===== src/hw/cpu_params.svh =====
`ifndef CPU_PARAMS_SVH
`define CPU_PARAMS_SVH

// Core start address
`define RESET_PC 32'h0000_0000

// Address bits that reach the memory port
`define ADDR_BITS 18

// Register shown on the debug output (a0)
`define DBG_REG 10

// RV32I opcode field values
`define OPC_LUI    7'b0110111
`define OPC_OPIMM  7'b0010011
`define OPC_OP     7'b0110011
`define OPC_LOAD   7'b0000011
`define OPC_STORE  7'b0100011
`define OPC_BRANCH 7'b1100011
`define OPC_JAL    7'b1101111

`endif


===== src/hw/cpu_pkg.sv =====
package cpu_pkg;

    // Decoded instruction class
    typedef enum logic [2:0] {
        K_LUI,
        K_OPIMM,
        K_OP,
        K_LOAD,
        K_STORE,
        K_BRANCH,
        K_JAL,
        K_ILLEGAL
    } inst_kind_e;

    typedef enum logic [2:0] {
        ALU_ADD,
        ALU_SUB,
        ALU_AND,
        ALU_OR,
        ALU_XOR,
        ALU_PASS_B
    } alu_op_e;

    typedef enum logic [1:0] {S_FETCH, S_EXEC, S_MEM, S_HALT} core_state_e;

    typedef enum logic [1:0] {MC_IDLE, MC_READ, MC_WRITE} mc_state_e;

endpackage


===== src/hw/core_ctrl.sv =====
`include "cpu_params.svh"

module core_ctrl (
    input  logic                clk_in,
    input  logic                rst_n_i,
    input  logic                rdy_i,
    input  logic                done_i,
    input  logic [31:0]         rdata_i,
    input  cpu_pkg::inst_kind_e kind_i,
    input  logic                byte_i,
    input  logic [4:0]          rd_i,
    input  logic [31:0]         rs2_val_i,
    input  logic [31:0]         result_i,
    input  logic [31:0]         npc_i,
    output logic                req_o,
    output logic                we_o,
    output logic                byte_o,
    output logic [31:0]         addr_o,
    output logic [31:0]         wdata_o,
    output logic [31:0]         inst_o,
    output logic [31:0]         pc_o,
    output logic                rf_we_o,
    output logic [4:0]          rf_waddr_o,
    output logic [31:0]         rf_wdata_o
);

    cpu_pkg::core_state_e state_q;
    logic [31:0] pc_q;
    logic [31:0] ir_q;
    logic        pend_q;
    logic        is_ls;
    logic        in_mem;
    logic        wb_exec;

    assign in_mem = (state_q == cpu_pkg::S_MEM);
    assign is_ls = (kind_i == cpu_pkg::K_LOAD) || (kind_i == cpu_pkg::K_STORE);
    assign wb_exec = (state_q == cpu_pkg::S_EXEC) &&
                     ((kind_i == cpu_pkg::K_LUI) || (kind_i == cpu_pkg::K_OPIMM) ||
                      (kind_i == cpu_pkg::K_OP) || (kind_i == cpu_pkg::K_JAL));

    // Request goes out once per access, pend_q blocks it until done_i
    assign req_o = ((state_q == cpu_pkg::S_FETCH) || in_mem) && !pend_q;
    assign we_o = in_mem && (kind_i == cpu_pkg::K_STORE);
    assign byte_o = in_mem && byte_i;
    assign addr_o = in_mem ? result_i : pc_q;
    assign wdata_o = rs2_val_i;
    assign inst_o = ir_q;
    assign pc_o = pc_q;

    assign rf_we_o = wb_exec || (in_mem && done_i && (kind_i == cpu_pkg::K_LOAD));
    assign rf_waddr_o = rd_i;
    assign rf_wdata_o = in_mem ? rdata_i : result_i;

    always_ff @(posedge clk_in or negedge rst_n_i) begin
        if (!rst_n_i) begin
            state_q <= cpu_pkg::S_FETCH;
            pc_q    <= `RESET_PC;
            pend_q  <= 1'b0;
        end else if (rdy_i) begin
            case (state_q)
                cpu_pkg::S_FETCH: begin
                    pend_q <= !done_i;
                    if (done_i) begin
                        state_q <= cpu_pkg::S_EXEC;
                    end
                end
                cpu_pkg::S_EXEC: begin
                    if (kind_i == cpu_pkg::K_ILLEGAL) begin
                        state_q <= cpu_pkg::S_HALT;
                    end else begin
                        pc_q    <= npc_i;
                        state_q <= is_ls ? cpu_pkg::S_MEM : cpu_pkg::S_FETCH;
                    end
                end
                cpu_pkg::S_MEM: begin
                    pend_q <= !done_i;
                    if (done_i) begin
                        state_q <= cpu_pkg::S_FETCH;
                    end
                end
                default: state_q <= cpu_pkg::S_HALT;
            endcase
        end
    end

    always_ff @(posedge clk_in) begin
        if (rdy_i && (state_q == cpu_pkg::S_FETCH) && done_i) begin
            ir_q <= rdata_i;
        end
    end

    a_pc_aligned: assert property (
        @(posedge clk_in) disable iff (!rst_n_i) pc_q[1:0] == 2'b00);

endmodule


===== src/hw/cpu.sv =====
module cpu (
    input  logic        clk_in,
    input  logic        rst_n_i,
    input  logic        rdy_i,
    input  logic [7:0]  mem_din_i,
    output logic [7:0]  mem_dout_o,
    output logic [31:0] mem_a_o,
    output logic        mem_wr_o,
    output logic [31:0] dbgreg_dout_o
);

    // Sequencer to memory controller
    logic        mc_req;
    logic        mc_we;
    logic        mc_byte;
    logic [31:0] mc_addr;
    logic [31:0] mc_wdata;
    logic        mc_done;
    logic [31:0] mc_rdata;

    logic [31:0] inst;
    logic [31:0] pc;

    // Decoded fields
    cpu_pkg::inst_kind_e kind;
    cpu_pkg::alu_op_e    alu_op;
    logic [4:0]  rs1;
    logic [4:0]  rs2;
    logic [4:0]  rd;
    logic [31:0] imm;
    logic        id_byte;
    logic        alu_imm;

    logic [31:0] rs1_val;
    logic [31:0] rs2_val;
    logic [31:0] result;
    logic [31:0] npc;

    // Writeback
    logic        rf_we;
    logic [4:0]  rf_waddr;
    logic [31:0] rf_wdata;

    mem_control u_mem_control (
        .clk_in     (clk_in),
        .rst_n_i    (rst_n_i),
        .rdy_i      (rdy_i),
        .req_i      (mc_req),
        .we_i       (mc_we),
        .byte_i     (mc_byte),
        .addr_i     (mc_addr),
        .wdata_i    (mc_wdata),
        .mem_din_i  (mem_din_i),
        .done_o     (mc_done),
        .rdata_o    (mc_rdata),
        .mem_dout_o (mem_dout_o),
        .mem_a_o    (mem_a_o),
        .mem_wr_o   (mem_wr_o)
    );

    regfile u_regfile (
        .clk_in   (clk_in),
        .rst_n_i  (rst_n_i),
        .rdy_i    (rdy_i),
        .we_i     (rf_we),
        .waddr_i  (rf_waddr),
        .wdata_i  (rf_wdata),
        .raddr1_i (rs1),
        .raddr2_i (rs2),
        .rdata1_o (rs1_val),
        .rdata2_o (rs2_val),
        .dbg_o    (dbgreg_dout_o)
    );

    id u_id (
        .inst_i    (inst),
        .kind_o    (kind),
        .alu_op_o  (alu_op),
        .rs1_o     (rs1),
        .rs2_o     (rs2),
        .rd_o      (rd),
        .imm_o     (imm),
        .byte_o    (id_byte),
        .alu_imm_o (alu_imm)
    );

    ex u_ex (
        .kind_i    (kind),
        .alu_op_i  (alu_op),
        .alu_imm_i (alu_imm),
        .rs1_val_i (rs1_val),
        .rs2_val_i (rs2_val),
        .imm_i     (imm),
        .pc_i      (pc),
        .result_o  (result),
        .npc_o     (npc)
    );

    core_ctrl u_core_ctrl (
        .clk_in     (clk_in),
        .rst_n_i    (rst_n_i),
        .rdy_i      (rdy_i),
        .done_i     (mc_done),
        .rdata_i    (mc_rdata),
        .kind_i     (kind),
        .byte_i     (id_byte),
        .rd_i       (rd),
        .rs2_val_i  (rs2_val),
        .result_i   (result),
        .npc_i      (npc),
        .req_o      (mc_req),
        .we_o       (mc_we),
        .byte_o     (mc_byte),
        .addr_o     (mc_addr),
        .wdata_o    (mc_wdata),
        .inst_o     (inst),
        .pc_o       (pc),
        .rf_we_o    (rf_we),
        .rf_waddr_o (rf_waddr),
        .rf_wdata_o (rf_wdata)
    );

endmodule


===== src/hw/ex.sv =====
module ex (
    input  cpu_pkg::inst_kind_e kind_i,
    input  cpu_pkg::alu_op_e    alu_op_i,
    input  logic                alu_imm_i,
    input  logic [31:0]         rs1_val_i,
    input  logic [31:0]         rs2_val_i,
    input  logic [31:0]         imm_i,
    input  logic [31:0]         pc_i,
    output logic [31:0]         result_o,
    output logic [31:0]         npc_o
);

    logic [31:0] opb;
    logic [31:0] alu_res;
    logic [31:0] pc_plus4;
    logic [31:0] target;
    logic        taken;

    assign opb = alu_imm_i ? imm_i : rs2_val_i;

    always_comb begin
        case (alu_op_i)
            cpu_pkg::ALU_ADD: alu_res = rs1_val_i + opb;
            cpu_pkg::ALU_SUB: alu_res = rs1_val_i - opb;
            cpu_pkg::ALU_AND: alu_res = rs1_val_i & opb;
            cpu_pkg::ALU_OR:  alu_res = rs1_val_i | opb;
            cpu_pkg::ALU_XOR: alu_res = rs1_val_i ^ opb;
            default:          alu_res = opb;
        endcase
    end

    assign pc_plus4 = pc_i + 32'd4;
    assign target = pc_i + imm_i;

    // Zero difference means equal; the XOR form marks BNE
    assign taken = (kind_i == cpu_pkg::K_JAL) ||
                   ((kind_i == cpu_pkg::K_BRANCH) &&
                    ((alu_res == 32'd0) != (alu_op_i == cpu_pkg::ALU_XOR)));

    // JAL links pc+4, everything else returns the ALU value or address
    assign result_o = (kind_i == cpu_pkg::K_JAL) ? pc_plus4 : alu_res;
    assign npc_o = taken ? target : pc_plus4;

endmodule


===== src/hw/id.sv =====
`include "cpu_params.svh"

module id (
    input  logic [31:0]         inst_i,
    output cpu_pkg::inst_kind_e kind_o,
    output cpu_pkg::alu_op_e    alu_op_o,
    output logic [4:0]          rs1_o,
    output logic [4:0]          rs2_o,
    output logic [4:0]          rd_o,
    output logic [31:0]         imm_o,
    output logic                byte_o,
    output logic                alu_imm_o
);

    logic [6:0]  opcode;
    logic [2:0]  funct3;
    logic [6:0]  funct7;
    logic [31:0] imm_itype;
    logic [31:0] imm_stype;
    logic [31:0] imm_btype;
    logic [31:0] imm_utype;
    logic [31:0] imm_jtype;

    assign opcode = inst_i[6:0];
    assign funct3 = inst_i[14:12];
    assign funct7 = inst_i[31:25];
    assign rd_o  = inst_i[11:7];
    assign rs1_o = inst_i[19:15];
    assign rs2_o = inst_i[24:20];

    // Immediate formats, all sign-extended from bit 31
    assign imm_itype = {{20{inst_i[31]}}, inst_i[31:20]};
    assign imm_stype = {{20{inst_i[31]}}, inst_i[31:25], inst_i[11:7]};
    assign imm_btype = {{19{inst_i[31]}}, inst_i[31], inst_i[7], inst_i[30:25],
                        inst_i[11:8], 1'b0};
    assign imm_utype = {inst_i[31:12], 12'd0};
    assign imm_jtype = {{11{inst_i[31]}}, inst_i[31], inst_i[19:12], inst_i[20],
                        inst_i[30:21], 1'b0};

    always_comb begin
        kind_o    = cpu_pkg::K_ILLEGAL;
        alu_op_o  = cpu_pkg::ALU_ADD;
        imm_o     = imm_itype;
        byte_o    = 1'b0;
        alu_imm_o = 1'b0;
        case (opcode)
            `OPC_LUI: begin
                kind_o    = cpu_pkg::K_LUI;
                alu_op_o  = cpu_pkg::ALU_PASS_B;
                imm_o     = imm_utype;
                alu_imm_o = 1'b1;
            end
            `OPC_OPIMM: begin
                alu_imm_o = 1'b1;
                // ADDI only
                if (funct3 == 3'b000) begin
                    kind_o = cpu_pkg::K_OPIMM;
                end
            end
            `OPC_OP: begin
                if (funct7 == 7'b0000000) begin
                    kind_o = cpu_pkg::K_OP;
                    case (funct3)
                        3'b000:  alu_op_o = cpu_pkg::ALU_ADD;
                        3'b100:  alu_op_o = cpu_pkg::ALU_XOR;
                        3'b110:  alu_op_o = cpu_pkg::ALU_OR;
                        3'b111:  alu_op_o = cpu_pkg::ALU_AND;
                        default: kind_o = cpu_pkg::K_ILLEGAL;
                    endcase
                end else if ((funct7 == 7'b0100000) && (funct3 == 3'b000)) begin
                    kind_o   = cpu_pkg::K_OP;
                    alu_op_o = cpu_pkg::ALU_SUB;
                end
            end
            `OPC_LOAD: begin
                alu_imm_o = 1'b1;
                byte_o    = (funct3 == 3'b100);
                if ((funct3 == 3'b010) || (funct3 == 3'b100)) begin
                    kind_o = cpu_pkg::K_LOAD;
                end
            end
            `OPC_STORE: begin
                imm_o     = imm_stype;
                alu_imm_o = 1'b1;
                byte_o    = (funct3 == 3'b000);
                if ((funct3 == 3'b010) || (funct3 == 3'b000)) begin
                    kind_o = cpu_pkg::K_STORE;
                end
            end
            `OPC_BRANCH: begin
                imm_o = imm_btype;
                // BEQ compares by SUB, BNE by XOR
                alu_op_o = funct3[0] ? cpu_pkg::ALU_XOR : cpu_pkg::ALU_SUB;
                if (funct3[2:1] == 2'b00) begin
                    kind_o = cpu_pkg::K_BRANCH;
                end
            end
            `OPC_JAL: begin
                kind_o = cpu_pkg::K_JAL;
                imm_o  = imm_jtype;
            end
            default: kind_o = cpu_pkg::K_ILLEGAL;
        endcase
    end

endmodule


===== src/hw/mem_control.sv =====
`include "cpu_params.svh"

module mem_control (
    input  logic        clk_in,
    input  logic        rst_n_i,
    input  logic        rdy_i,
    input  logic        req_i,
    input  logic        we_i,
    input  logic        byte_i,
    input  logic [31:0] addr_i,
    input  logic [31:0] wdata_i,
    input  logic [7:0]  mem_din_i,
    output logic        done_o,
    output logic [31:0] rdata_o,
    output logic [7:0]  mem_dout_o,
    output logic [31:0] mem_a_o,
    output logic        mem_wr_o
);

    cpu_pkg::mc_state_e state_q;
    logic [31:0] base_q;
    logic [1:0]  idx_q;
    logic        byte_q;
    logic        inflight_q;
    logic        rdy_q;
    logic [31:0] wdata_q;
    logic [23:0] rbuf_q;
    logic        valid;
    logic        last;
    logic [31:0] addr_sum;

    // Byte on mem_din_i is for idx_q only if its address went out last cycle
    assign valid = inflight_q && rdy_q;
    assign last = byte_q || (idx_q == 2'd3);

    // While a byte returns, the next offset is already on the bus
    assign addr_sum = base_q + {29'd0, {1'b0, idx_q} + {2'b00, valid}};
    assign mem_a_o = {{(32 - `ADDR_BITS){1'b0}}, addr_sum[`ADDR_BITS-1:0]};

    assign mem_wr_o = (state_q == cpu_pkg::MC_WRITE) && rdy_i;
    assign mem_dout_o = wdata_q[8*idx_q +: 8];

    assign done_o = rdy_i && last &&
                    (((state_q == cpu_pkg::MC_READ) && valid) ||
                     (state_q == cpu_pkg::MC_WRITE));
    assign rdata_o = byte_q ? {24'd0, mem_din_i} : {mem_din_i, rbuf_q};

    always_ff @(posedge clk_in or negedge rst_n_i) begin
        if (!rst_n_i) begin
            state_q    <= cpu_pkg::MC_IDLE;
            base_q     <= 32'd0;
            idx_q      <= 2'd0;
            byte_q     <= 1'b0;
            inflight_q <= 1'b0;
            rdy_q      <= 1'b0;
        end else begin
            rdy_q <= rdy_i;
            if (rdy_i) begin
                case (state_q)
                    cpu_pkg::MC_IDLE: begin
                        if (req_i) begin
                            state_q    <= we_i ? cpu_pkg::MC_WRITE : cpu_pkg::MC_READ;
                            base_q     <= addr_i;
                            idx_q      <= 2'd0;
                            byte_q     <= byte_i;
                            inflight_q <= 1'b0;
                        end
                    end
                    cpu_pkg::MC_READ: begin
                        // Lost bytes are simply issued again at idx_q
                        inflight_q <= !(valid && last);
                        if (valid) begin
                            idx_q <= last ? 2'd0 : idx_q + 2'd1;
                            if (last) begin
                                state_q <= cpu_pkg::MC_IDLE;
                            end
                        end
                    end
                    cpu_pkg::MC_WRITE: begin
                        idx_q <= last ? 2'd0 : idx_q + 2'd1;
                        if (last) begin
                            state_q <= cpu_pkg::MC_IDLE;
                        end
                    end
                    default: state_q <= cpu_pkg::MC_IDLE;
                endcase
            end
        end
    end

    always_ff @(posedge clk_in) begin
        if (rdy_i) begin
            if ((state_q == cpu_pkg::MC_IDLE) && req_i) begin
                wdata_q <= wdata_i;
            end
            // Little-endian assembly, oldest byte ends up lowest
            if ((state_q == cpu_pkg::MC_READ) && valid) begin
                rbuf_q <= {mem_din_i, rbuf_q[23:8]};
            end
        end
    end

    a_no_wr_when_frozen: assert property (
        @(posedge clk_in) disable iff (!rst_n_i) !rdy_i |-> !mem_wr_o);

    a_done_single: assert property (
        @(posedge clk_in) disable iff (!rst_n_i) done_o |=> !done_o);

endmodule


===== src/hw/regfile.sv =====
`include "cpu_params.svh"

module regfile (
    input  logic        clk_in,
    input  logic        rst_n_i,
    input  logic        rdy_i,
    input  logic        we_i,
    input  logic [4:0]  waddr_i,
    input  logic [31:0] wdata_i,
    input  logic [4:0]  raddr1_i,
    input  logic [4:0]  raddr2_i,
    output logic [31:0] rdata1_o,
    output logic [31:0] rdata2_o,
    output logic [31:0] dbg_o
);

    // x0 has no storage
    logic [31:0] regs_q [1:31];

    always_ff @(posedge clk_in or negedge rst_n_i) begin
        if (!rst_n_i) begin
            for (int i = 1; i < 32; i++) begin
                regs_q[i] <= 32'd0;
            end
        end else if (rdy_i && we_i && (waddr_i != 5'd0)) begin
            regs_q[waddr_i] <= wdata_i;
        end
    end

    assign rdata1_o = (raddr1_i == 5'd0) ? 32'd0 : regs_q[raddr1_i];
    assign rdata2_o = (raddr2_i == 5'd0) ? 32'd0 : regs_q[raddr2_i];
    assign dbg_o = regs_q[`DBG_REG];

    // Accepted write lands in the addressed register
    a_write_lands: assert property (
        @(posedge clk_in) disable iff (!rst_n_i)
        (we_i && rdy_i && (waddr_i != 5'd0)) |=>
            (regs_q[$past(waddr_i)] == $past(wdata_i)));

endmodule


===== config.mk =====
export PLATFORM = sky130hd
export DESIGN_NAME = cpu
export DESIGN_NICKNAME = d
export VERILOG_FILES = /design/src/hw/cpu_pkg.sv /design/src/hw/core_ctrl.sv /design/src/hw/cpu.sv /design/src/hw/ex.sv /design/src/hw/id.sv /design/src/hw/mem_control.sv /design/src/hw/regfile.sv
export VERILOG_INCLUDE_DIRS = /design/src /design/src/hw
export SDC_FILE = /design/constraint.sdc
export NUM_CORES = 2
export LEC_CHECK = 0
export ABC_AREA = 1
export BUFFER_PORTS_ARGS = -buffer_cell sky130_fd_sc_hd__buf_2
export CAP_MARGIN = 15
export CORE_MARGIN = 8
export CORE_UTILIZATION = 40
export DETAILED_ROUTE_END_ITERATION = 10
export PLACE_DENSITY_LB_ADDON = 0.12
export SYNTH_ARGS = -nofsm -noshare
export SYNTH_HDL_FRONTEND = slang
export SYNTH_HIERARCHICAL = 1
export SYNTH_SLANG_ARGS = --single-unit

===== constraint.sdc =====
create_clock -name clk_in -period 5.4 [get_ports clk_in]
set_clock_uncertainty 0.15 [all_clocks]
set_input_delay 0.54 -clock clk_in [delete_from_list [all_inputs] [get_ports clk_in]]
set_output_delay 0.54 -clock clk_in [all_outputs]
set_load 0.005 [all_outputs]

==> impl_metrics.yaml <==
worst_setup_path:
  startpoint_type: "flop"
  cp_slowest_cell: "edfxtp_1"
  end_kind: "flop"
  worstRegToRegCells: 46
  crit_top_cell: "nand2_1"
  worstPathArrival_ns: 6.86
  critPathKind: "flop to flop"
  crit_required_ns: 5.93
  max_stage_delay_ns: 0.42
  critPathMaxFanout: 8
placed_design:
  place_hpwl_um: 223700
  gp_congestion: 0.9746
  port_buffers: 69
  dpl.cell_count: 14387
worst_hold_path:
  hold_depth: 2
  min_path_type: "input port to flop"
finish:
  nFillCells: 18830
  seq_area_sq_mm: 0.02897
  drive_gt1_share_pct: 16.29
  nets: 12284
  final-instance-count-excl-fill: 14735
  multiInputGateArea_sq_mm: 0.03839
  area_delta_synth_final_pct: 23.83
  utilization_pct: 49.87
sta:
  fmax_mhz: 158.1
  slew_viol_final: 0
  min_period_ns: 6.326
  rsz0062_at_grt: "yes"
  period_share_pct: 117.2
  hold_violations: 0
  setup_viol: 905
  whs_ns: 0.1144
  finalWorstSetupSlack_ns: -0.9264
  worst_pin_slew_ns: 1.134
  relSlewSlack_pct: 24.12
run:
  cap_violations: 0
floorplan:
  io_pins: 84
  die_y_um: 448.3
  die_w_um: 448.3
  core_sq_mm: 0.1856
  dieArea_sq_mm: 0.2010
  rows: 158
  start_util_pct: 40.27
routing:
  vias_per_cell: 5.413
  drc: 0
  wire_per_inst_um: 22.86
  wl_um: 336800
  ant_nets: 0
  firstDrtPassIters: 7
  detail_route.iter0.violations: 9507
  vias: 79763
global_route:
  grt_overflow: 0
  grt_first_pass_wirelength_um: 496100
  grt_max_degree: 149
  antenna_found_initial: 7
  grt_pass1_vias: 75675
  grt.total_usage_pct: 32.50
clock_network:
  htree_num_levels: 4
  cts_root_buf: "clkbuf_16"
  cts_sinks: 1140
  clockBufferDepth: 3
  clk_pin_slew_worst_paths_ns: 0.06
  cts_buffers: 143
  cts_tree: "built"
  clk_latency_ns: 0.81
power:
  power.density_mw_per_mm2: 321.3
  power.leakage_nw: 45.90
  ir_drop_v: 0.0003886
logic_synthesis:
  synth_cells: 11482
  syn-mean-instance-area_sq_um: 6.511
  synth_area_sq_mm: 0.07476
  yosys_warnings: 6
run_status:
  violations: "setup timing"
  outcome: "complete, but fails checks"
[critical path, delay by kind of cell (launching register included)]
kind                       cells  cell delay, ns
adders and majority gates      1            0.31
buffers and inverters          9            1.10
DFF                            1            0.42
AOI/OAI and AO/OA              4            0.52
xor gates and xnor gates       1            0.18
and+or+nand+nor               31            3.46
[cells in the final DEF, fill, tap and decap left out, types with 16 or more instances in the layout]
cell          n
inv_1      1218
inv_2        16
o21ai_0    1012
o21ai_1     107
ha_1        125
nand4_1      60
o21ai_2      64
a21oi_1     228
a211oi_1     18
buf_6        27
nor2_2       21
buf_12      150
buf_2        68
xor2_1       81
nand3_1    1244
nand2_4      32
xnor2_1      18
nand3_2      58
clkbuf_16   153
dfrtp_1    1052
buf_4      1069
clkbuf_8     31
clkbuf_1     37
nor2_1      215
edfxtp_1     88
nand2_2     137
nor2_4       22
nand2_1    4647
clkinv_2     18
[flip-flops by register name (all words and copies together), names as in the netlist]
name and count:
u_mem_control/wdata_q 32, u_mem_control/base_q 18, u_mem_control/inflight_q 1, u_mem_control/byte_q 1
u_mem_control/rbuf_q 24, u_core_ctrl/pend_q 1, u_mem_control/state_q 2, u_regfile/regs_q 960
u_regfile/dbg_o 32, u_mem_control/idx_q 2, u_core_ctrl/inst_o 32, u_core_ctrl/state_q 2
u_mem_control/rdy_q 1, u_core_ctrl/pc_o 32
[per-layer routing]
layer / up-vias / track usage (%) / part of all wire (%)
met1: 37963 / 44.48 / 43
met4: 6 / 17.05 / 6.1
met2: 3778 / 48.82 / 42
met5: - / 0 / 0.012
li1: 37248 / - / -
met3: 768 / 6.225 / 8.9
[report_power, final]
group	leakage, nW	internal, mW	switching, mW	total, mW
Sequential	15.5	8.83	0.159	8.99
Clock	2.35	5.86	4.15	10.0
Combinational	28.1	3.36	7.38	10.7
Total	45.9	18.1	11.7	29.7
[cell type report]
type,instances,share of cell area [%]
flip-flops and latches,1140,31.29
clock buffers,214,4.557
well taps,2480,3.352
multi-input cells,8246,41.47
inverters,1249,5.147
repair buffers,1354,13.53
clock inverters,50,0.6474
diodes,2,0.005406
[through the flow]
step / setup TNS, ns / worst slack (ns) / power [mW] / area (sq um)
final: -440.69 / -0.9264 / 29.75 / 92570
after global routing: -720.62 / -1.239 / 30.71 / 92570
after CTS: -350.34 / -0.7042 / 29.17 / 91580
after detailed placement: -612.73 / -1.248 / 18.52 / 85070
after global placement: -576.23 / -1.163 / 18.49 / 85070
after floorplan: 0 / 0.0005493 / 13.20 / 74990
[worst paths after layout]
path	endpoint	start	slack, ns
hold reg to reg	u_mem_control/rbuf_q[1]$_DFFE_PP_	u_mem_control/rbuf_q[9]$_DFFE_PP_	0.30
max in group asynchronous	u_regfile/regs_q[472]$_DFFE_PN0P_	rst_n_i	3.39
setup / recovery	u_core_ctrl/pc_o[20]$_DFFE_PN0P_	u_core_ctrl/inst_o[20]$_DFFE_PP_	-0.93
min in group asynchronous	u_regfile/regs_q[614]$_DFFE_PN0P_	rst_n_i	0.20
hold / removal	u_mem_control/rdy_q$_DFF_PN0_	rdy_i	0.11
setup reg to reg	u_core_ctrl/pc_o[20]$_DFFE_PN0P_	u_core_ctrl/inst_o[20]$_DFFE_PP_	-0.93
[what timing repair did]
item,4_1_cts,5_1_grt
hold endpoints to repair,76,0
hold buffers,9,0
pin swaps,81,122
endpoints found under the setup margin,911,972
gates resized for setup,319,268
buffers inserted,38,16
gates cloned,16,10
No activity file was read; power rests on OpenSTA's default activity.
